File: config.mk
export PLATFORM = sky130hd
export DESIGN_NAME = respMerge
export DESIGN_NICKNAME = d
export VERILOG_FILES = /design/src/common/dcachePkg.sv /design/src/source/respMerge.sv
export SDC_FILE = /design/constraint.sdc
export NUM_CORES = 1
export LEC_CHECK = 0
export BUFFER_PORTS_ARGS = -buffer_cell sky130_fd_sc_hd__clkbuf_2
export CAP_MARGIN = 5
export CORE_AREA = 2 2 339 341
export DETAILED_ROUTE_END_ITERATION = 8
export DIE_AREA = 0 0 341 343
export GPL_ROUTABILITY_DRIVEN = 0
export SETUP_SLACK_MARGIN = 0.1
export SLEW_MARGIN = 20
export SYNTH_ARGS = -nofsm -noshare
export SYNTH_HDL_FRONTEND = slang
export SYNTH_SLANG_ARGS = --single-unit
File: constraint.sdc
create_clock -name clk -period 1.5 [get_ports clk]
set_input_delay 0.3 -clock clk [delete_from_list [all_inputs] [get_ports clk]]
set_output_delay 0.3 -clock clk [all_outputs]
set_load 0.1 [all_outputs]
File: src/common/dcachePkg.sv
`default_nettype none

package dcachePkg;

  // cpu side
  localparam int ADDR_W = 32;
  localparam int DATA_W = 64;
  localparam int MASK_W = DATA_W / 8;

  // line geometry
  localparam int LINE_W = 256;
  localparam int LINE_BYTES = LINE_W / 8;
  localparam int BEATS = LINE_W / DATA_W;

  // two ways of 64 sets
  localparam int NUM_WAYS = 2;
  localparam int NUM_SETS = 64;

  // address split
  localparam int INDEX_W = $clog2(NUM_SETS);
  localparam int WORD_SEL_W = $clog2(BEATS);
  localparam int BYTE_SEL_W = $clog2(MASK_W);
  localparam int TAG_W = ADDR_W - INDEX_W - WORD_SEL_W - BYTE_SEL_W;

  // controller FSM encoding
  localparam int STATE_W = 3;
  localparam logic [STATE_W-1:0] ST_IDLE = 3'd0;
  localparam logic [STATE_W-1:0] ST_LOOKUP = 3'd1;
  localparam logic [STATE_W-1:0] ST_WRITE_BACK = 3'd2;
  localparam logic [STATE_W-1:0] ST_READ_REQ = 3'd3;
  localparam logic [STATE_W-1:0] ST_REFILL = 3'd4;
  localparam logic [STATE_W-1:0] ST_FILL = 3'd5;

  // byte address, raw or split into its cache fields
  typedef union packed {
    logic [ADDR_W-1:0] raw;
    struct packed {
      logic [TAG_W-1:0]      tag;
      logic [INDEX_W-1:0]    index;
      logic [WORD_SEL_W-1:0] wordSel;
      logic [BYTE_SEL_W-1:0] byteSel;
    } fields;
  } addrWord_u;

endpackage

`default_nettype wire
File: src/source/respMerge.sv
`default_nettype none

module respMerge (
  input  logic                                                  clk,
  input  logic                                                  rst_n,
  input  logic [dcachePkg::NUM_WAYS-1:0]                        wayHit_i,
  input  logic [dcachePkg::NUM_WAYS-1:0][dcachePkg::LINE_W-1:0] wayLine_i,
  input  dcachePkg::addrWord_u                                  reqAddr_i,
  input  logic                                                  victimWay_i,
  input  logic                                                  respCapture_i,
  input  logic                                                  respReady_i,
  output logic                                                  respValid_o,
  output logic [dcachePkg::DATA_W-1:0]                          respRdData_o,
  output logic [dcachePkg::LINE_W-1:0]                          memWrData_o
);
  import dcachePkg::*;

  logic [LINE_W-1:0] hitLine;
  logic [DATA_W-1:0] hitWord;

  // at most one way hits
  always_comb begin
    hitLine = '0;
    for (int w = 0; w < NUM_WAYS; w++) begin
      if (wayHit_i[w]) begin
        hitLine = wayLine_i[w];
      end
    end
  end

  assign hitWord = hitLine[reqAddr_i.fields.wordSel * DATA_W +: DATA_W];

  always_ff @(posedge clk or negedge rst_n) begin
    if (!rst_n) begin
      respValid_o <= 1'b0;
    end else if (respCapture_i) begin
      respValid_o <= 1'b1;
    end else if (respReady_i) begin
      respValid_o <= 1'b0;
    end
  end

  // held while the response waits
  always_ff @(posedge clk) begin
    if (respCapture_i) begin
      respRdData_o <= hitWord;
    end
  end

  assign memWrData_o = wayLine_i[victimWay_i];

endmodule

`default_nettype wire

======== Word-level counts from Yosys, hierarchy flattened ========
Index checks and enable logic that the tools add are counted.
word-level totals
  register bits after elaboration ......... 65
  latch bits .............................. 0
  RAM bits ................................ 0
  memory bits (read-only) ................. 0
  output and inout bits ................... 321
  memories ................................ 0
operators by class
  add/subtract/negate cells ............... 0
  $mul .................................... 0
  div/mod/pow operators ................... 0
  $lt $le $gt $ge ......................... 1
  eq/ne operators ......................... 0
  shift operators ......................... 1
  muxes and demuxes ....................... 6
  bitwise logic cells ..................... 0
  reduce and logical (&&, ||, !) cells .... 1
operators with widths
  cell                number
  $mux 256            4
  $shiftx 256x9->64   1
  $lt 1x2->1 const B  1
  $mux 1              2
  $reduce_bool 2->1   1

======== Logic depth before layout (Yosys ltp) ========
Gate-level depths: netlist (run 1).
  depth after elaboration ................. 3
  mapped depth ............................ 7

======== Worst setup path after synthesis (run 1) ========
Ideal clock, no wire load.
  path type ............................... input to output
  start ................................... input victimWay_i
  end ..................................... output memWrData_o[100] (netlist name)
  data arrival time ....................... 1.315 ns
  data required time ...................... 1.200 ns
  setup slack ............................. -0.115 ns
  cell stages on the path ................. 3
  buffers on the path ..................... 2
  path through ............................ clkbuf_1 -> buf_2 -> mux2_2
between the ends
  cells in the longest elaborated chain, start to end .. 2
ends and longest elaborated chain
  what                                          line             RTL
  start: declaration                            respMerge.sv:9   input logic victimWay_i,
  $mux 256 (implied by the code) (2 in series)  respMerge.sv:50  assign memWrData_o = wayLine_i[victimWay_i];
  end: declaration                              respMerge.sv:14  output logic [dcachePkg::LINE_W-1:0] memWrData_o
Every way passes these cells. The select of a mux whose other input is x is not followed.

======== Worst setup path in the final report (run 1) ========
  start ................................... input victimWay_i
  end ..................................... output memWrData_o[183] (netlist name)
Same word-level chain as after synthesis.

==> metrics, run 1 <==
status complete, but fails checks; violated checks setup timing; Worst setup EP type output port; most common library cell in the layout ignoring fill and taps clkbuf_2; WS Path Type in2out; LEAKAGE 0.009863 uW; first-pass GRT wire length ~130,000 um; final setup violation count 253; Worst setup SP type primary input; remaining global-route overflow 0; 1st-iter DRT viols ~1,100; Mapped Area about 0.0094 mm^2; unique cell type count in the Yosys netlist 21; CTS tree built; # nets final 2,398; CTS Buffer Depth 2; Max IR drop VDD 0.6391 mV; Clock Pin Slew Worst Setup and Hold Paths 70 ps; Vias/cell 4.100; largest net degree at the start of global routing 65; pwr dens between 700 and 800 mW/mm^2; DRT Pass-1 Iters 5; MaxCap Viol Count 0; min-delay worst type in2reg; Tmin final 1651 ps; Finished Core Util between 15 and 20%; CTS Buf Count 9; DIE AREA 0.1170 mm^2; htree depth 3; FMAX 605.8 MHz; Final Total Pwr 17,920 uW; Synth area leaders mux2_2, edfxtp_1, or3_1; clock skew 0 ps; Avg Cell Area, Syn 9.759 um^2; post-DP HPWL 89,960 um; Critical Path AT 1350 ps; clock root buffer clkbuf_16; Clock Latency Late Sink 400 ps; placed cell count between 3,000 and 4,000; non-filler instance count after layout 3,379; top cell type's share of synthesized area between 30% and 40%; Initial Utilization 8.329%; fillers 12,330; CP peak stage delay 320 ps; Final ANT Viol Nets 0; core area 0.1134 mm^2; flop-to-flop setup slack 660 ps; Die Ht 343 um; WL per Instance 31.19 um; Seq cells post-synth 65; Worst path top cell family by delay buffers and inverters; area leader, netlist mux2_2; I/O pin count 872; register area share after synthesis 20.61%; clock sink count 65; Global Route Usage Sum 16.91%; number of global-route vias before repair 13,570; cell count after synthesis about 970; final hold vios 0; DRC viols 0; Die W 341 um; Place WS -368.5 ps; setup ws final -150.8 ps; worst slew pin tran between 300 and 400 ps; Placement Rows 124; Worst Path Required 1200 ps; Slew Limit Fails 0; Net Count, Synth around 1,500; RSZ-0062 raised after global routing yes; via count between 10,000 and 15,000; I/O Buffers 841; initial antenna violation count 83; crit path max-delay cell type mux2_4; layout cells sized above 1 72.14%; yosys warns 0; worst-path maximum fanout 6; Sum Neg Setup Slack -21,400 ps; Slew HR 74.50%; crit path cell chain buf_16, buf_12, buf_16, buf_8, mux2_4, buf_12; commonest non-fill, non-tap cells in the layout clkbuf_2, buf_12, mux2_4, or3_1, o22ai_1; Buf/Inv on CP 5; fin crit share 110.1%; P&R area growth vs syn 140.1%; Routed WL 105,400 um
-- Yosys cell counts (all sizes together) --
library cell	n
a21o	1
or4b	1
inv	1
edfxtp	64
dfrtp	1
a211oi	64
a32oi	64
mux2	320
o21ai	1
clkbuf	33
or3b	1
nor2b	1
nand2b	3
or3	128
o22ai	127
nand3b	64
buf	94
-- stage by stage --
stage	instance area, um^2	hold slack (ps)
after floorplan	9806	4.409
after global placement	20640	79.22
after detailed placement	20640	79.79
after CTS	21870	96.86
after global routing	22650	117.6
final	22680	146.0
-- sequential cells by signal (all words and copies together), names as in the netlist --
signal,cells
respValid_o,1
respRdData_o,64
-- cell families after synthesis --
group,Yosys count,synth area share (%)
multiplexers,320,38.15
AO/OA/AOI/OAI,257,19.56
AND/OR/NAND/NOR,198,14.03
buffers and inverters,128,7.656
flip-flops,65,20.61
-- worst min-delay path: stages --
cell	delay, ps
clkbuf_2	80
inv_1	50
a21o_1	90
-- path summary, 6_finish.rpt --
| path | startpoint | end | depth (start not counted) |
|---|---|---|---|
| max in group asynchronous | rst_n | respValid_o | 2 |
| hold / removal | respReady_i | respValid_o | 3 |
| hold reg to reg | respValid_o | respValid_o | 2 |
| setup reg to reg | respValid_o | respValid_o | 2 |
| setup / recovery | victimWay_i | memWrData_o[183] | 6 |
| min in group asynchronous | rst_n | respValid_o | 2 |
-- where the power goes --
part	leakage (uW)	internal (uW)	switching, uW	total (uW)
combinational	0.00910	4810	8410	13200
sequential	0.000632	2250	115	2370
clock	0.000126	1100	1240	2340
-- per-layer routing --
metal	GRT usage, %	vias up	routed length, um
li1	-	5773	-
met1	21.61	6756	44650
met2	26.22	1033	46150
met3	7.380	239	11520
met4	3.552	52	2754
met5	0	-	312
-- final cells by class --
type                    count  area [um^2]  area share, %
clock inverters             6        25.02         0.1104
multi-input cells         775         7780          34.31
inverters                   1        3.754        0.01655
diodes                     15        37.54         0.1655
well taps                1512         1892          8.343
clock buffers              10        229.0          1.010
repair buffers            995        10760          47.46
flip-flops and latches     65         1947          8.585
-- what timing repair did --
action                                  CTS  global route
resized for setup                       176           148
hold endpoints to repair                  1             0
buffers inserted                          9             1
hold buffers                              1             0
endpoints found under the setup margin  281           276
gates cloned                              7            10
pin swaps                                 0             0
No activity file was read; power rests on OpenSTA's default activity.
==> inputs of run 2 (changes only) <==
--- a/config.mk
+++ b/config.mk
@@ -12,6 +12,7 @@
 export DIE_AREA = 0 0 341 343
 export GPL_ROUTABILITY_DRIVEN = 0
 export SETUP_SLACK_MARGIN = 0.1
+export SKIP_LAST_GASP = 1
 export SLEW_MARGIN = 20
 export SYNTH_ARGS = -nofsm -noshare
 export SYNTH_HDL_FRONTEND = slang
==> run 2 against run 1 <==
Net effect:
- the run still ends with setup timing left
- sequential power barely moved
- hold slack got worse by 0.77 ps
- count of clock-buffer cells in the layout did not move
- clock skew did not move
- cell count barely moved
- via count fell by 0.77%
- largest power group unchanged
- highest routed layer unchanged
==> metrics, run 2 (synthesis gave the netlist of run 1 again) <==
status complete, but fails checks; violated checks setup timing; clock root buffer clkbuf_16; core area 0.1134 mm^2; Worst Path Required 1200 ps; fillers 12,340; Slew Limit Fails 0; gr busiest metal met2; DRC viols 0; worst-path maximum fanout 6; final setup violation count 253; max reg flops 64; Reg area 0.001947 mm^2; Comb pwr share 73.8%; layout cells sized above 1 72.17%; # nets final 2,400; CP peak stage delay 310 ps; DIE AREA 0.1170 mm^2; P&R area growth vs syn 140.1%; LEAKAGE 0.009881 uW; Clock Latency Late Sink 400 ps; CTS Buf Count 9; initial antenna violation count just over 70; 1st-iter DRT viols 1,119; Global Route Usage Sum 16.86%; area occupied by multi-input gates 0.007795 mm^2; fin crit share 110.6%; met2 usage roughly a quarter; Initial Utilization 8.329%; Worst setup EP type output port; Routed WL 105,800 um; Worst setup SP type primary input; Die W 341 um; most common library cell in the layout ignoring fill and taps clkbuf_2; non-filler instance count after layout 3,380; htree depth 3; Placement Rows between 100 and 150; Flop pwr share 13.2%; Largest regs respRdData_o (64), respValid_o (1); Final ANT Viol Nets 0; I/O Buffers 841; internal power 8146 uW; placed cell count 3,322; I/O pin count around 870; min-delay worst type in2reg; final hold vios 0; Buf/Inv on CP 5; setup ws final -159.7 ps; MaxCap Viol Count 0; Switching Power 9757 uW; met3 Use GR 6.566%; WS Path Type in2out; CTS Buffer Depth 2; crit path cell chain buf_16, buf_12, buf_16, buf_8, mux2_4, buf_12; FMAX 602.5 MHz; commonest non-fill, non-tap cells in the layout clkbuf_2, buf_12, mux2_4, or3_1, o22ai_1; clock skew 0 ps; first-pass GRT wire length 131,700 um; post-DP HPWL around 90,000 um; via count 13,750; switch share 54.50%; Die Ht 343 um; Vias/cell 4.067; Place WS -368.5 ps; Slew HR 74.89%; WL per Instance about 31 um; crit path max-delay cell type mux2_4; Max IR drop VDD 0.6466 mV; Tmin final 1660 ps; RSZ-0062 raised after global routing yes; number of global-route vias before repair 13,460; pwr dens 789.4 mW/mm^2; Clk network pwr share 13.0%; remaining global-route overflow 0; Worst path top cell family by delay buffers and inverters; clock sink count 65; Top reg by flops respRdData_o; worst slew pin tran ~380 ps; DRT Pass-1 Iters 5; Clock Pin Slew Worst Setup and Hold Paths 70 ps; CTS tree built; Critical Path AT around 1400 ps; met1 Usage GRT 22.06%; largest net degree at the start of global routing 65
-- run 2: changes by cell type in the layout (fill, tap and decap cells not counted) --
| cell | delta |
|---|---|
| buf_6 | +7 |
| buf_12 | -2 |
| buf_16 | -2 |
| clkbuf_16 | +2 |
| buf_8 | -3 |
| mux2_4 | +4 |
| diode_2 | -1 |
| mux2_2 | -4 |
-- run 2: path summary, 6_finish.rpt --
| path | start | end | slack [ps] | cells after the start |
|---|---|---|---|---|
| setup / recovery | victimWay_i | memWrData_o[251] | -160 | 6 |
| hold / removal | respReady_i | respValid_o | 150 | 3 |
| setup reg to reg | respValid_o | respValid_o | 660 | 2 |
| hold reg to reg | respValid_o | respValid_o | 680 | 2 |
| max in group asynchronous | rst_n | respValid_o | 1220 | 2 |
| min in group asynchronous | rst_n | respValid_o | 200 | 2 |
-- run 2: layout make-up --
class | count | area share (%)
repair buffers | 997 | 47.41
multi-input cells | 775 | 34.37
flip-flops and latches | 65 | 8.585
well taps | 1512 | 8.342
clock buffers | 10 | 1.010
diodes | 14 | 0.1545
clock inverters | 6 | 0.1103
inverters | 1 | 0.01655
-- run 2: power groups by stage --
| stage | sequential (uW) | clock, uW | combinational, uW |
|---|---|---|---|
| CTS | 2360 | 2500 | 12800 |
| finish | 2360 | 2320 | 13200 |
| detailed placement | 2390 | 0 | 12400 |
| global placement | 2380 | 0 | 12400 |
| floorplan | 3780 | 0 | 5950 |
| global route | 2380 | 2540 | 13500 |
-- run 2: repair_timing --
action / CTS / global route
resized for setup: 124 / 192
setup endpoints to repair: 281 / 276
endpoints found under the hold margin: 1 / 0
cloned: 7 / 12
buffers inserted: 9 / 2
hold buffers: 1 / 0
-- run 2: routing by layer --
layer | vias up | wire (um)
met5 | - | 202
met4 | 32 | 2429
met3 | 213 | 11230
met2 | 1024 | 46550
met1 | 6710 | 45390
li1 | 5768 | -
-- run 2: tightest hold or removal path: stages --
cell and delay, ps:
clkbuf_2 80, inv_1 50, a21o_1 90
-- run 2: through the flow --
step / TNS, ps / total power, uW / util, % / hold WS, ps / area [um^2]
2_1_floorplan: -11790 / 9737 / - / 4.409 / 9806
3_3_place_gp: -54980 / 14790 / 18.20 / 79.22 / 20640
3_5_place_dp: -56550 / 14830 / 18.20 / 79.79 / 20640
4_1_cts: -36860 / 17670 / 19.12 / 96.86 / 21690
5_1_grt: -26960 / 18460 / 19.98 / 117.6 / 22660
6_report: -20500 / 17900 / 20.00 / 145.2 / 22680
