File: src/common/dcachePkg.sv
`default_nettype none

package dcachePkg;

  // cpu side
  localparam int ADDR_W = 32;
  localparam int DATA_W = 64;
  localparam int MASK_W = DATA_W / 8;

  // line geometry
  localparam int LINE_W = 256;
  localparam int LINE_BYTES = LINE_W / 8;
  localparam int BEATS = LINE_W / DATA_W;

  // two ways of 64 sets
  localparam int NUM_WAYS = 2;
  localparam int NUM_SETS = 64;

  // address split
  localparam int INDEX_W = $clog2(NUM_SETS);
  localparam int WORD_SEL_W = $clog2(BEATS);
  localparam int BYTE_SEL_W = $clog2(MASK_W);
  localparam int TAG_W = ADDR_W - INDEX_W - WORD_SEL_W - BYTE_SEL_W;

  // controller FSM encoding
  localparam int STATE_W = 3;
  localparam logic [STATE_W-1:0] ST_IDLE = 3'd0;
  localparam logic [STATE_W-1:0] ST_LOOKUP = 3'd1;
  localparam logic [STATE_W-1:0] ST_WRITE_BACK = 3'd2;
  localparam logic [STATE_W-1:0] ST_READ_REQ = 3'd3;
  localparam logic [STATE_W-1:0] ST_REFILL = 3'd4;
  localparam logic [STATE_W-1:0] ST_FILL = 3'd5;

  // byte address, raw or split into its cache fields
  typedef union packed {
    logic [ADDR_W-1:0] raw;
    struct packed {
      logic [TAG_W-1:0]      tag;
      logic [INDEX_W-1:0]    index;
      logic [WORD_SEL_W-1:0] wordSel;
      logic [BYTE_SEL_W-1:0] byteSel;
    } fields;
  } addrWord_u;

endpackage

`default_nettype wire
File: src/source/dcacheCtrl.sv
`default_nettype none

module dcacheCtrl (
  input  logic                                                 clk,
  input  logic                                                 rst_n,
  input  logic                                                 reqValid_i,
  input  logic                                                 reqWrite_i,
  input  logic [dcachePkg::ADDR_W-1:0]                         reqAddr_i,
  input  logic [dcachePkg::DATA_W-1:0]                         reqWrData_i,
  input  logic [dcachePkg::MASK_W-1:0]                         reqWrMask_i,
  input  logic                                                 respValid_i,
  input  logic                                                 memRdReqReady_i,
  input  logic                                                 memRdDataValid_i,
  input  logic [dcachePkg::DATA_W-1:0]                         memRdData_i,
  input  logic                                                 memWrReady_i,
  input  logic [dcachePkg::NUM_WAYS-1:0]                       wayHit_i,
  input  logic [dcachePkg::NUM_WAYS-1:0]                       wayDirty_i,
  input  logic [dcachePkg::NUM_WAYS-1:0][dcachePkg::TAG_W-1:0] wayTag_i,
  output logic                                                 reqReady_o,
  output logic [dcachePkg::INDEX_W-1:0]                        index_o,
  output logic [dcachePkg::TAG_W-1:0]                          tag_o,
  output logic [dcachePkg::NUM_WAYS-1:0]                       wayWrEn_o,
  output logic [dcachePkg::LINE_W-1:0]                         wrLine_o,
  output logic [dcachePkg::LINE_BYTES-1:0]                     wrByteEn_o,
  output logic                                                 fill_o,
  output logic                                                 storeHit_o,
  output logic                                                 respCapture_o,
  output dcachePkg::addrWord_u                                 reqAddr_o,
  output logic                                                 victimWay_o,
  output logic                                                 memRdReqValid_o,
  output logic [dcachePkg::ADDR_W-1:0]                         memRdAddr_o,
  output logic                                                 memWrValid_o,
  output logic [dcachePkg::ADDR_W-1:0]                         memWrAddr_o
);
  import dcachePkg::*;

  logic [STATE_W-1:0]           state;
  logic [STATE_W-1:0]           stateNext;
  logic                         readyEn;
  logic                         reqFire;
  logic                         lookupHit;
  logic                         rrVictim;

  // latched request
  addrWord_u                    reqQ;
  logic                         writeQ;
  logic [DATA_W-1:0]            wrDataQ;
  logic [MASK_W-1:0]            wrMaskQ;

  // miss handling
  logic                         victimQ;
  logic [NUM_SETS-1:0]          rrBits;
  logic [WORD_SEL_W-1:0]        beatCnt;
  logic [BEATS-1:0][DATA_W-1:0] refillBuf;
  addrWord_u                    rdAddr;
  addrWord_u                    wrAddr;

  // held low through reset, up one clock later
  always_ff @(posedge clk or negedge rst_n) begin
    if (!rst_n) begin
      readyEn <= 1'b0;
    end else begin
      readyEn <= 1'b1;
    end
  end

  assign reqReady_o = readyEn && (state == ST_IDLE) && !respValid_i;
  assign reqFire = reqValid_i && reqReady_o;
  assign lookupHit = |wayHit_i;
  assign rrVictim = rrBits[reqQ.fields.index];

  always_ff @(posedge clk) begin
    if (reqFire) begin
      reqQ.raw <= reqAddr_i;
      writeQ <= reqWrite_i;
      wrDataQ <= reqWrData_i;
      wrMaskQ <= reqWrMask_i;
    end
  end

  always_comb begin
    stateNext = state;
    case (state)
      ST_IDLE: begin
        if (reqFire) begin
          stateNext = ST_LOOKUP;
        end
      end
      ST_LOOKUP: begin
        if (lookupHit) begin
          stateNext = ST_IDLE;
        end else if (wayDirty_i[rrVictim]) begin
          stateNext = ST_WRITE_BACK;
        end else begin
          stateNext = ST_READ_REQ;
        end
      end
      ST_WRITE_BACK: begin
        if (memWrReady_i) begin
          stateNext = ST_READ_REQ;
        end
      end
      ST_READ_REQ: begin
        if (memRdReqReady_i) begin
          stateNext = ST_REFILL;
        end
      end
      ST_REFILL: begin
        if (memRdDataValid_i && (beatCnt == WORD_SEL_W'(BEATS - 1))) begin
          stateNext = ST_FILL;
        end
      end
      ST_FILL: begin
        // line is in place, look it up again
        stateNext = ST_LOOKUP;
      end
      default: begin
        stateNext = ST_IDLE;
      end
    endcase
  end

  always_ff @(posedge clk or negedge rst_n) begin
    if (!rst_n) begin
      state <= ST_IDLE;
      victimQ <= 1'b0;
      rrBits <= '0;
      beatCnt <= '0;
    end else begin
      state <= stateNext;
      if (state == ST_LOOKUP && !lookupHit) begin
        victimQ <= rrVictim;
      end
      if (state == ST_FILL) begin
        rrBits[reqQ.fields.index] <= ~rrBits[reqQ.fields.index];
      end
      if (state == ST_READ_REQ) begin
        beatCnt <= '0;
      end else if (state == ST_REFILL && memRdDataValid_i) begin
        beatCnt <= beatCnt + 1'b1;
      end
    end
  end

  // refill beats, lowest word first
  always_ff @(posedge clk) begin
    if (state == ST_REFILL && memRdDataValid_i) begin
      refillBuf[beatCnt] <= memRdData_i;
    end
  end

  // store data goes to every lane, byte enables pick the lane
  always_comb begin
    wayWrEn_o = '0;
    wrLine_o = {BEATS{wrDataQ}};
    wrByteEn_o = LINE_BYTES'(wrMaskQ) << (reqQ.fields.wordSel * MASK_W);
    fill_o = 1'b0;
    storeHit_o = 1'b0;
    respCapture_o = 1'b0;
    if (state == ST_LOOKUP && lookupHit) begin
      respCapture_o = 1'b1;
      if (writeQ) begin
        wayWrEn_o = wayHit_i;
        storeHit_o = 1'b1;
      end
    end else if (state == ST_FILL) begin
      wayWrEn_o = NUM_WAYS'(1) << victimQ;
      wrLine_o = refillBuf;
      wrByteEn_o = '1;
      fill_o = 1'b1;
    end
  end

  // line-aligned memory addresses
  always_comb begin
    rdAddr = reqQ;
    rdAddr.fields.wordSel = '0;
    rdAddr.fields.byteSel = '0;
    wrAddr = rdAddr;
    wrAddr.fields.tag = wayTag_i[victimQ];
  end

  assign index_o = reqQ.fields.index;
  assign tag_o = reqQ.fields.tag;
  assign reqAddr_o = reqQ;
  assign victimWay_o = victimQ;
  assign memRdReqValid_o = (state == ST_READ_REQ);
  assign memRdAddr_o = rdAddr.raw;
  assign memWrValid_o = (state == ST_WRITE_BACK);
  assign memWrAddr_o = wrAddr.raw;

endmodule

`default_nettype wire

File: config.mk
export PLATFORM = sky130hd
export DESIGN_NAME = dcacheCtrl
export DESIGN_NICKNAME = d
export VERILOG_FILES = /design/src/common/dcachePkg.sv /design/src/source/dcacheCtrl.sv
export SDC_FILE = /design/constraint.sdc
export NUM_CORES = 1
export LEC_CHECK = 0
export BUFFER_PORTS_ARGS = -buffer_cell sky130_fd_sc_hd__buf_2
export CORE_AREA = 4 4 245 247
export CTS_CLUSTER_DIAMETER = 120
export CTS_CLUSTER_SIZE = 30
export DETAILED_ROUTE_END_ITERATION = 6
export DIE_AREA = 0 0 249 251
export PLACE_DENSITY = 0.65
export SLEW_MARGIN = 10
export SYNTH_ARGS = -nofsm -noshare
export SYNTH_HDL_FRONTEND = slang
export SYNTH_SLANG_ARGS = --single-unit
File: constraint.sdc
create_clock -name clk -period 3.5 [get_ports clk]
set_input_delay 0.175 -clock clk [delete_from_list [all_inputs] [get_ports clk]]
set_output_delay 0.175 -clock clk [all_outputs]
set_load 0.05 [all_outputs]
# After elaboration in Yosys (flattened, before gate mapping)
# Index checks and enable logic that the tools add are counted.
# totals
elab_cells	81
inputBits	222
ff_bits	432
# op_classes
shift	2
addsub	1
n_reduce_logical	15
eq_ne	10
n_lt_le_gt_ge	6
bitwise	1
n_mux	33
# ops
cell	n
$mux W256	2
$bwmux W256	1
$demux W64 S2	1
$bwmux W64	1
$mux W32	2
$mux W64	1
$mux W21	2
$shl A8 B5 Y32	1
$pmux W3 S6	1
$mux W2	6
$mux W3	4
$mux W1	10
$logic_and A1 B1 Y1	9
$ne A2 B2 Y1 const B	4
$lt A6 B7 Y1 const B	1
$bmux W1 S6	1
$demux W1 S6	1
$eq A3 B2 Y1 const B	2
$eq A3 B3 Y1 const B	2
$ge A6 B1 Y1 const B	1
$lt A1 B2 Y1 const B	2
$reduce_and A4 Y1	1
$eq A3 B1 Y1 const B	1
$logic_not A3 Y1	1
other kinds (9)	10

# Logic depth before layout (Yosys ltp)
# Gate-level depths: netlist (run 1).
# depth
depth_word	7
ltp_mapped	9
ltp_nobuf	7

# Worst setup path before layout (run 1)
# No wires, ideal clock.
# synth_timing
kind	register to register
start	register state[1]
end	register reqQ, in the netlist reqAddr_o[0], enable pin
path_stages_with_launch	4
synth_period_minus_slack_ns	5.293
setup_time_ns	0.474
arrival_ns	4.818
setup_slack_ns	-1.793
required_ns	3.026
n_path_buf	0
path_cell_list	dfrtp_1 > nor2_1 > nor4bb_1 > and2_1
# synth_via
elab_chain_len	4
# synth_lines
item	line_no	rtl
from (decl)	dcacheCtrl.sv:37	logic [STATE_W-1:0] state;
from (signal assigned)	dcacheCtrl.sv:130	state <= stateNext;
$logic_not A3 Y1	dcacheCtrl.sv:67	assign reqReady_o = readyEn && (state == ST_IDLE) && !respValid_i;
$logic_and A1 B1 Y1 (2 in series)	dcacheCtrl.sv:67	
net reqReady_o	dcacheCtrl.sv:19	output logic reqReady_o,
$logic_and A1 B1 Y1	dcacheCtrl.sv:68	assign reqFire = reqValid_i && reqReady_o;
net reqFire	dcacheCtrl.sv:40	logic reqFire;
to (decl)	dcacheCtrl.sv:45	addrWord_u reqQ;
# The timed path passes the listed nets, and every way through them passes these cells.
# A chain may end at the register's enable or synchronous reset.

# Worst setup path after layout (run 1)
# layout_timing
start	register state[0]
end	output wrLine_o[67] (netlist name)
# layout_via
elab_chain_len	3
# layout_lines
item	line_no	rtl
$eq A3 B3 Y1 or $eq A3 B1 Y1 (tied branches)	dcacheCtrl.sv:166, dcacheCtrl.sv:160	
$mux W256 or $logic_and A1 B1 Y1 (tied branches)	dcacheCtrl.sv:166, dcacheCtrl.sv:160	
$mux W256 *	dcacheCtrl.sv:160	if (state == ST_LOOKUP && lookupHit) begin
to (decl)	dcacheCtrl.sv:23	output logic [dcachePkg::LINE_W-1:0] wrLine_o,
# Every way passes the cells marked *; elsewhere a longest branch is shown, timed or not.

==> results.json, run 1 <==
{
  "grtUsageTotal": 0.173,
  "worstHoldPathType": "primary input to flip-flop",
  "drive_above_1_share": 0.353,
  "setup_slack_ps": 363,
  "power_density_mw_per_mm2": 515,
  "rsz0062_at_grt": "false",
  "fin_tns_setup_ps": 0,
  "synth_cell_types": 51,
  "start_util": 0.315,
  "drc_errors": 0,
  "grt_max_degree": 147,
  "critPathRequiredTime_ps": 3320,
  "synth-seq-area-share": 0.695,
  "final_max_slew_viol_count": 0,
  "viasPerCell": 4.60,
  "ff2ff_path_depth": 7,
  "grt_pass1_wl_um": 85600,
  "tritoncts": "done",
  "setup_viol": 0,
  "synthToLayoutAreaGrowth_pct": 32.5,
  "grt_antenna_before_repair": 3,
  "reg2reg_slack_ps": 520,
  "placed_area_mm2": 0.0218,
  "nNetsFinal": 2431,
  "ys_seq_elements": 432,
  "overflow": 0,
  "clk-insertion-delay-late_ps": 570,
  "ios": 642,
  "drtIter0Drc": 817,
  "dp_slack_ps": 559,
  "crit_type": "flip-flop to primary output",
  "r2r-end": "rrBits[32]",
  "wire_per_inst_um": 19.1,
  "max-slew-margin-rel": 0.380,
  "status": "finished, final reports clean",
  "synthArstFlopShare": 0.164,
  "synthFlopType": "edfxtp_1",
  "dr.pass1.iters": 7,
  "drv_cap": 0,
  "drtAntennaViolNets": 0,
  "fp.dieW_um": 249,
  "port_buffers": 631,
  "clockBufferDepth": 3,
  "clock_sinks": 432,
  "clk_pin_slew_worst_paths_ps": 120,
  "cts_root_buf": "clkbuf_16",
  "fill_cells": 5395,
  "core_area_mm2": 0.0576,
  "instances_no_fill": 2979,
  "vias": 13700,
  "post_synth_inst_count": 1484,
  "r2r_start": "reqAddr_o[5]",
  "peakVddDrop_mv": 0.470,
  "chipHeight_um": 251,
  "gp_congestion": 0.985,
  "netlist_area_mm2": 0.0182,
  "wirelength_um": 56800,
  "setup.worst_path.end_class": "primary output",
  "worst_slew_pin_slew_ps": 930,
  "p_leak_uw": 0.0105,
  "cp.arrival_ps": 2960,
  "fin_crit_ps": 3140,
  "cp_max_fo": 72,
  "cts_buffers": 18,
  "syn_area_per_cell_um2": 12.2,
  "dp_hpwl_um": 39900,
  "synth_edf_count": 361,
  "cp-start-kind": "flip-flop",
  "fin_area_mm2": 0.0240,
  "skew_ps": 25.8,
  "cts_resized": 0,
  "holdPathEnd": "state[1]",
  "grt_pass1_vias": 14600,
  "holdPathStages": 4,
  "fp-row-count": 88,
  "dieArea_mm2": 0.0625,
  "timing.fmax_mhz": 319,
  "htreeDepth": 1,
  "cts_setup_buffers": 0,
  "place_inst": 2775,
  "period_share": 0.896,
  "ys.warnings.count": 0,
  "worstHoldStart": "wayHit_i[1]",
  "hold_viol": 0
}
cells in the mapped netlist, types with 2 or more instances:
library cell / number / share of area
ha_1: 4 / 0.0028
buf_1: 12 / 0.0025
nand2b_1: 4 / 0.0014
nor2_1: 44 / 0.0091
conb_1: 2 / 0.00041
and2_1: 6 / 0.0021
nand3b_1: 3 / 0.0012
mux2_4: 3 / 0.0025
dfrtp_1: 71 / 0.098
inv_1: 4 / 0.00083
nor2b_1: 3 / 0.0010
a21oi_1: 4 / 0.0011
edfxtp_1: 361 / 0.60
buf_4: 71 / 0.029
a22oi_1: 3 / 0.0012
buf_8: 5 / 0.0041
nor3_1: 4 / 0.0011
mux4_1: 11 / 0.016
o22ai_1: 3 / 0.0010
nand3_1: 4 / 0.0011
or3b_2: 3 / 0.0014
nor3b_1: 3 / 0.0012
o21ai_1: 2 / 0.00055
nand2_1: 678 / 0.14
buf_2: 5 / 0.0014
clkbuf_1: 44 / 0.0091
nand4_1: 3 / 0.0010
mux2i_1: 7 / 0.0039
and3_1: 3 / 0.0010
nor4_1: 4 / 0.0014
o21ai_0: 3 / 0.00083
buf_6: 2 / 0.0012
mux2_2: 84 / 0.052
or3_1: 3 / 0.0010
and3b_1: 2 / 0.00097
registers in the layout, summed over array words and instances (netlist names):
register	cells
state	3
rrBits	64
writeQ	1
wrMaskQ	8
refillBuf	256
reqAddr_o	32
wrDataQ	64
readyEn	1
beatCnt	2
victimWay_o	1
area by class of cell:
class | count | area (µm²) | share of cell area
Clock inverter | 4 | 40.0 | 0.00167
Multi-Input combinational cell | 916 | 4730 | 0.197
Inverter | 5 | 26.3 | 0.00109
Clock buffer | 22 | 465 | 0.0194
Antenna cell | 3 | 7.51 | 0.000312
Tap cell | 765 | 957 | 0.0398
Timing Repair Buffer | 832 | 5200 | 0.216
Sequential cell | 432 | 12600 | 0.525
cells by family after synthesis:
group / after synthesis / share of synthesized area
AO/OA/AOI/OAI: 22 / 0.00875
XOR/XNOR: 1 / 0.000483
adder cells (fa/ha/maj): 4 / 0.00276
buffers and inverters: 145 / 0.0490
flip-flops: 432 / 0.695
multiplexers: 106 / 0.0756
other: 2 / 0.000414
AND/OR/NAND/NOR: 772 / 0.168
power by group:
| part | switching, µW | total (µW) | internal, µW |
|---|---|---|---|
| clock | 1550 | 2530 | 976 |
| combinational | 2930 | 3840 | 914 |
| sequential | 189 | 6010 | 5830 |
| total | 4670 | 12400 | 7720 |
layout by cell type (no fill, tap or decap), drive strengths merged, types with 4 or more instances in the layout:
cell type,count
nand2,678
buf,657
edfxtp,361
dlygate4sd3,175
mux2,87
dfrtp,71
nor2,44
clkbuf,22
mux4,12
conb,11
mux2i,7
inv,6
and2,6
o21ai,5
nor4,5
nand2b,4
nor3,4
nand3,4
a21oi,4
ha,4
a22oi,4
metrics by stage:
stage | hold slack, ps | power, µW | utilization
3_5_place_dp | 27.0 | 9820 | 0.378
4_1_cts | 27.7 | 12500 | 0.417
2_1_floorplan | -121 | 8860 | -
5_1_grt | 84.1 | 12900 | 0.417
3_3_place_gp | 25.2 | 9780 | 0.378
6_report | 59.9 | 12400 | 0.418
routing by layer:
metal / global-route usage / vias up / routed length [µm]
li1: - / 6372 / -
met1: 0.200 / 6643 / 21500
met2: 0.312 / 570 / 28800
met3: 0.0458 / 104 / 4210
met4: 0.0603 / 2 / 2230
met5: 0 / - / 13
critical path: stages (launching register included):
cell and delay, ps:
dfrtp_1 460, inv_1 120, nor2_1 80, nand2_4 170, buf_4 690, nand2_1 360, nand2_1 160, buf_2 280
timing repair:
item / 4_1_cts / 5_1_grt
endpoints found under the hold margin: 406 / 0
hold buffers: 175 / 0
endpoints found under the setup margin: 0 / 0
worst max path at each step:
stage	start	to	slack, ps
after detailed placement	reqAddr_o[5]	state[0]	560
final	state[0]	wrLine_o[67]	360
after CTS	state[0]	wrLine_o[31]	320
after floorplan	state[1]	wayWrEn_o[0]	400
after global routing	state[0]	wrLine_o[67]	160
after global placement	reqAddr_o[5]	state[0]	540
Power figures use the tool's default switching activity.
==> inputs of run 2 (changes only) <==
PLACE_DENSITY = 0.66   (was 0.65)
clock period = 3.35 ns   (was 3.5 ns; I/O delays follow)
==> results.json, run 2 (synthesized netlist as in run 1, its figures left out) <==
{
  "status": "finished, final reports clean",
  "drive_above_1_share": 0.356,
  "dp_hpwl_um": 40000,
  "cts_setup_buffers": 0,
  "final_max_slew_viol_count": 0,
  "grt_max_degree": 138,
  "grt_antenna_before_repair": 4,
  "period_share": 0.924,
  "clk-insertion-delay-late_ps": 580,
  "fin_crit_ps": 3090,
  "largest_registers": "refillBuf: 256 flops, rrBits: 64 flops, wrDataQ: 64 flops",
  "cts_root_buf": "clkbuf_16",
  "wirelength_um": 56300,
  "ff2ff_path_depth": 6,
  "dieArea_mm2": 0.0625,
  "drtAntennaViolNets": 0,
  "p_int_uw": 8070,
  "cp-startpoint": "reqAddr_o[5]",
  "vias": 13800,
  "r2r-end": "rrBits[39]",
  "worstHoldStart": "reqValid_i",
  "hold_viol": 0,
  "crit_type": "flip-flop to flip-flop",
  "drc_errors": 0,
  "max_stage_delay_ps": 850,
  "chipHeight_um": 251,
  "comb_power_share": 0.310,
  "setup.worst_path.end_class": "flip-flop",
  "max-slew-margin-rel": 0.384,
  "synthToLayoutAreaGrowth_pct": 32.9,
  "cp_max_fo": 39,
  "port_buffers": 631,
  "regArea_mm2": 0.0126,
  "fin_area_mm2": 0.0241,
  "viasPerCell": 4.62,
  "ios": 642,
  "clock_sinks": 432,
  "placed_area_mm2": 0.0219,
  "cp-start-kind": "flip-flop",
  "fp.dieW_um": 249,
  "wl_met2_um": 29300,
  "rsz0062_at_grt": "false",
  "setup_viol": 0,
  "drv_cap": 0,
  "seqPwrFrac": 0.485,
  "final_cell_mix": "677 x nand2_1, 631 x buf_2, 361 x edfxtp_1",
  "p_sw_uw": 4900,
  "clock_power_share": 0.205,
  "top_layer": "met5",
  "tritoncts": "done",
  "fill_cells": 5381,
  "mostFrequentLayoutCell": "nand2_1",
  "clockBufferDepth": 3,
  "nNetsFinal": 2439,
  "grtUsageTotal": 0.171,
  "core_area_mm2": 0.0576,
  "holdPathStages": 2,
  "worst_path_max_delay_cell": "edfxtp_1",
  "timing.fmax_mhz": 323,
  "holdPathEnd": "writeQ",
  "multi_input_area_mm2": 0.00472,
  "fin_tns_setup_ps": 0,
  "cp.arrival_ps": 3580,
  "cts_resized": 0,
  "worstHoldPathType": "primary input to flip-flop",
  "top_register": "refillBuf",
  "power_density_mw_per_mm2": 537,
  "largest_reg_flops": 256,
  "dr.pass1.iters": 5,
  "critPathRequiredTime_ps": 3840,
  "cp_num_buf_inv": 1,
  "cts_buffers": 18,
  "fp-row-count": 88,
  "peakVddDrop_mv": 0.515,
  "r2r_start": "reqAddr_o[5]",
  "met3_length_um": 4500,
  "start_util": 0.315,
  "grt_pass1_vias": 14500,
  "p_leak_uw": 0.0105,
  "gp_congestion": 0.935,
  "switching_share": 0.378,
  "reg2reg_slack_ps": 260,
  "crit_chain": "mux4_1 -> a221oi_2 -> a22oi_2 -> nor4_4 -> buf_4 -> mux2_2",
  "drtIter0Drc": 767,
  "htreeDepth": 1,
  "clk_pin_slew_worst_paths_ps": 120,
  "overflow": 0,
  "wire_per_inst_um": 18.8,
  "wirelength_met1_um": 20900,
  "worst_slew_pin_slew_ps": 924,
  "skew_ps": 36.4,
  "crit_family": "multiplexers",
  "grt_pass1_wl_um": 85000
}
==> run 2: repair_timing <==
action	CTS	global route
hold endpoints to repair	436	0
endpoints found under the setup margin	0	0
hold buffers	174	0
==> run 2: layout make-up <==
class / count / share of cell area
Sequential cell: 432 / 0.523
Timing Repair Buffer: 840 / 0.219
Multi-Input combinational cell: 916 / 0.196
Tap cell: 765 / 0.0397
Clock buffer: 22 / 0.0193
Clock inverter: 3 / 0.00171
Inverter: 5 / 0.00109
Antenna cell: 2 / 0.000207
==> run 2: per-stage QoR <==
step	hold slack [ps]	total power, µW	utilization	worst slack, ps	cells
after floorplan	-128	9250	-	254	1493
after global placement	221	10200	0.380	343	2784
after detailed placement	222	10300	0.380	265	2784
after CTS	79.4	13100	0.419	208	2983
after global routing	77.1	13500	0.419	44.9	2984
final	101	13000	0.419	256	2985
==> run 2: layer usage <==
| layer | GRT usage | vias up |
|---|---|---|
| li1 | - | 6388 |
| met1 | 0.196 | 6701 |
| met2 | 0.314 | 609 |
| met3 | 0.0490 | 83 |
| met4 | 0.0458 | 4 |
| met5 | 0 | - |
==> run 2: how the worst max path moves through the flow <==
stage                     to  cells after the start  slack (ps)
2_1_floorplan   wayWrEn_o[0]                      5         250
3_3_place_gp      rrBits[54]                      6         340
3_5_place_dp      rrBits[39]                      6         270
4_1_cts        wrLine_o[128]                      7         210
5_1_grt         wrLine_o[64]                      7          40
6_report          rrBits[39]                      6         260
==> run 2: power by group through the flow <==
stage                     clock [µW]  sequential, µW  combinational, µW
after CTS                       2770            6280               4030
after detailed placement           0            6400               3860
after floorplan                    0            6400               2850
after global routing            2970            6310               4220
final                           2660            6280               4020
after global placement             0            6380               3830
==> inputs of run 3 (changes only) <==
PLACE_DENSITY = not set   (was 0.66)
PLACE_DENSITY_LB_ADDON = 0.12   (was not set)
clock period = 3.3 ns   (was 3.35 ns; I/O delays follow)
==> results.json, run 3 (synthesized netlist as in run 1, its figures left out) <==
{
  "drtIter0Drc": 671,
  "cp-start-kind": "flip-flop",
  "p_total_uw": 13200,
  "cts_setup_buffers": 0,
  "period_share": 0.918,
  "dr.pass1.iters": 5,
  "grt_util_met3": 0.0516,
  "cts_root_buf": "clkbuf_16",
  "grt_pass1_vias": 14200,
  "overflow": 0,
  "vias": 13600,
  "clockBufferDepth": 3,
  "largest_reg_flops": 256,
  "grt_pass1_wl_um": 89900,
  "regArea_mm2": 0.0126,
  "fin_crit_ps": 3030,
  "hold_viol": 0,
  "grtUsageTotal": 0.185,
  "mostFrequentLayoutCell": "nand2_1",
  "fill_cells": 5546,
  "p_leak_uw": 0.0106,
  "worstHoldPathType": "primary input to flip-flop",
  "grt_max_degree": 173,
  "multi_input_area_mm2": 0.00473,
  "use_met2": 0.338,
  "start_util": 0.315,
  "htreeDepth": 1,
  "wirelength_um": 60900,
  "final_cell_mix": "677 x nand2_1, 631 x buf_2, 361 x edfxtp_1",
  "peakVddDrop_mv": 0.394,
  "gp_congestion": 0.877,
  "critPathRequiredTime_ps": 3130,
  "power_density_mw_per_mm2": 549,
  "use_met1": 0.218,
  "status": "finished, final reports clean",
  "fp-row-count": 88,
  "place_inst": 2790,
  "rsz0062_at_grt": "false",
  "cp_max_fo": 172,
  "grt_antenna_before_repair": 4,
  "clk_pin_slew_worst_paths_ps": 110,
  "viasPerCell": 4.56,
  "ios": 642,
  "max-slew-margin-rel": 0.368,
  "timing.fmax_mhz": 330,
  "fin_tns_setup_ps": 0,
  "worst_slew_pin_slew_ps": 948,
  "cp.arrival_ps": 2860,
  "drc_errors": 0,
  "clk-insertion-delay-late_ps": 560,
  "final_max_slew_viol_count": 0,
  "cts_buffers": 18,
  "port_buffers": 631,
  "dieArea_mm2": 0.0625,
  "drive_above_1_share": 0.359,
  "top_register": "refillBuf",
  "setup_viol": 0,
  "chipHeight_um": 251,
  "fp.dieW_um": 249,
  "dp_hpwl_um": 44000,
  "tritoncts": "done",
  "instances_no_fill": 2991,
  "synthToLayoutAreaGrowth_pct": 33.0,
  "nNetsFinal": 2443,
  "largest_registers": "refillBuf: 256 flops, rrBits: 64 flops, wrDataQ: 64 flops",
  "grt_busiest_layer": "met2",
  "crit_type": "flip-flop to primary output",
  "drv_cap": 0,
  "setup.worst_path.end_class": "primary output",
  "wire_per_inst_um": 20.4,
  "skew_ps": 15.1,
  "core_area_mm2": 0.0576,
  "drtAntennaViolNets": 0,
  "clock_sinks": 432
}
==> run 3: changes by cell type in the layout (fill, tap and decap cells not counted), moves of 2 or more <==
cell / change
dlygate4sd3_1: -2
clkinv_4: +2
buf_4: +6
clkinv_2: +2
==> run 3: path summary, 6_finish.rpt <==
check / from / endpoint / slack [ps] / depth (start not counted)
worst max-delay path: state[0] / wrLine_o[31] / 270 / 8
worst min register to register: rrBits[42] / rrBits[42] / 510 / 1
worst min-delay path: wayHit_i[1] / victimWay_o / 30 / 4
min in group asynchronous: rst_n / readyEn / 270 / 2
max in group asynchronous: rst_n / rrBits[38] / 2340 / 3
worst max register to register: reqAddr_o[5] / rrBits[36] / 280 / 7
==> run 3: area by class of cell <==
cell class              count  share of cell area
repair buffers            844               0.220
inverters                   5             0.00109
multi-input cells         916               0.196
well taps                 765              0.0396
clock buffers              21              0.0191
diodes                      3            0.000311
clock inverters             5             0.00181
flip-flops and latches    432               0.523
==> run 3: report_power, final <==
group,internal (µW),switching (µW)
logic,974,3170
registers,6180,188
clock network,1030,1700
total,8180,5060
==> run 3: repair_timing <==
action                                 CTS  global route
gates resized for setup                  0             1
hold buffers                           172             0
setup endpoints to repair                0            25
endpoints found under the hold margin  399             0
==> run 3: routing by layer <==
metal  routed length [µm]  share of wire
met3                 4340          0.071
met2                31000           0.51
met4                 1650          0.027
met1                23900           0.39
met5                    0              0
==> run 3: critical path: stages, from the launching register on <==
cell and delay (ps):
dfrtp_1 450, inv_1 90, nor2_1 220, nand2_4 180, inv_8 140, buf_12 450
nand2_1 130, nand2_1 140, buf_2 280
==> run 3: through the flow <==
step | worst slack (ps) | util | cell area [µm²] | hold slack, ps
detailed placement | 291 | 0.380 | 21900 | 322
finish | 270 | 0.419 | 24100 | 30.2
CTS | 125 | 0.419 | 24100 | 9.41
floorplan | 207 | - | 18200 | -131
global route | 19.2 | 0.419 | 24100 | 44.9
global placement | 397 | 0.380 | 21900 | 335
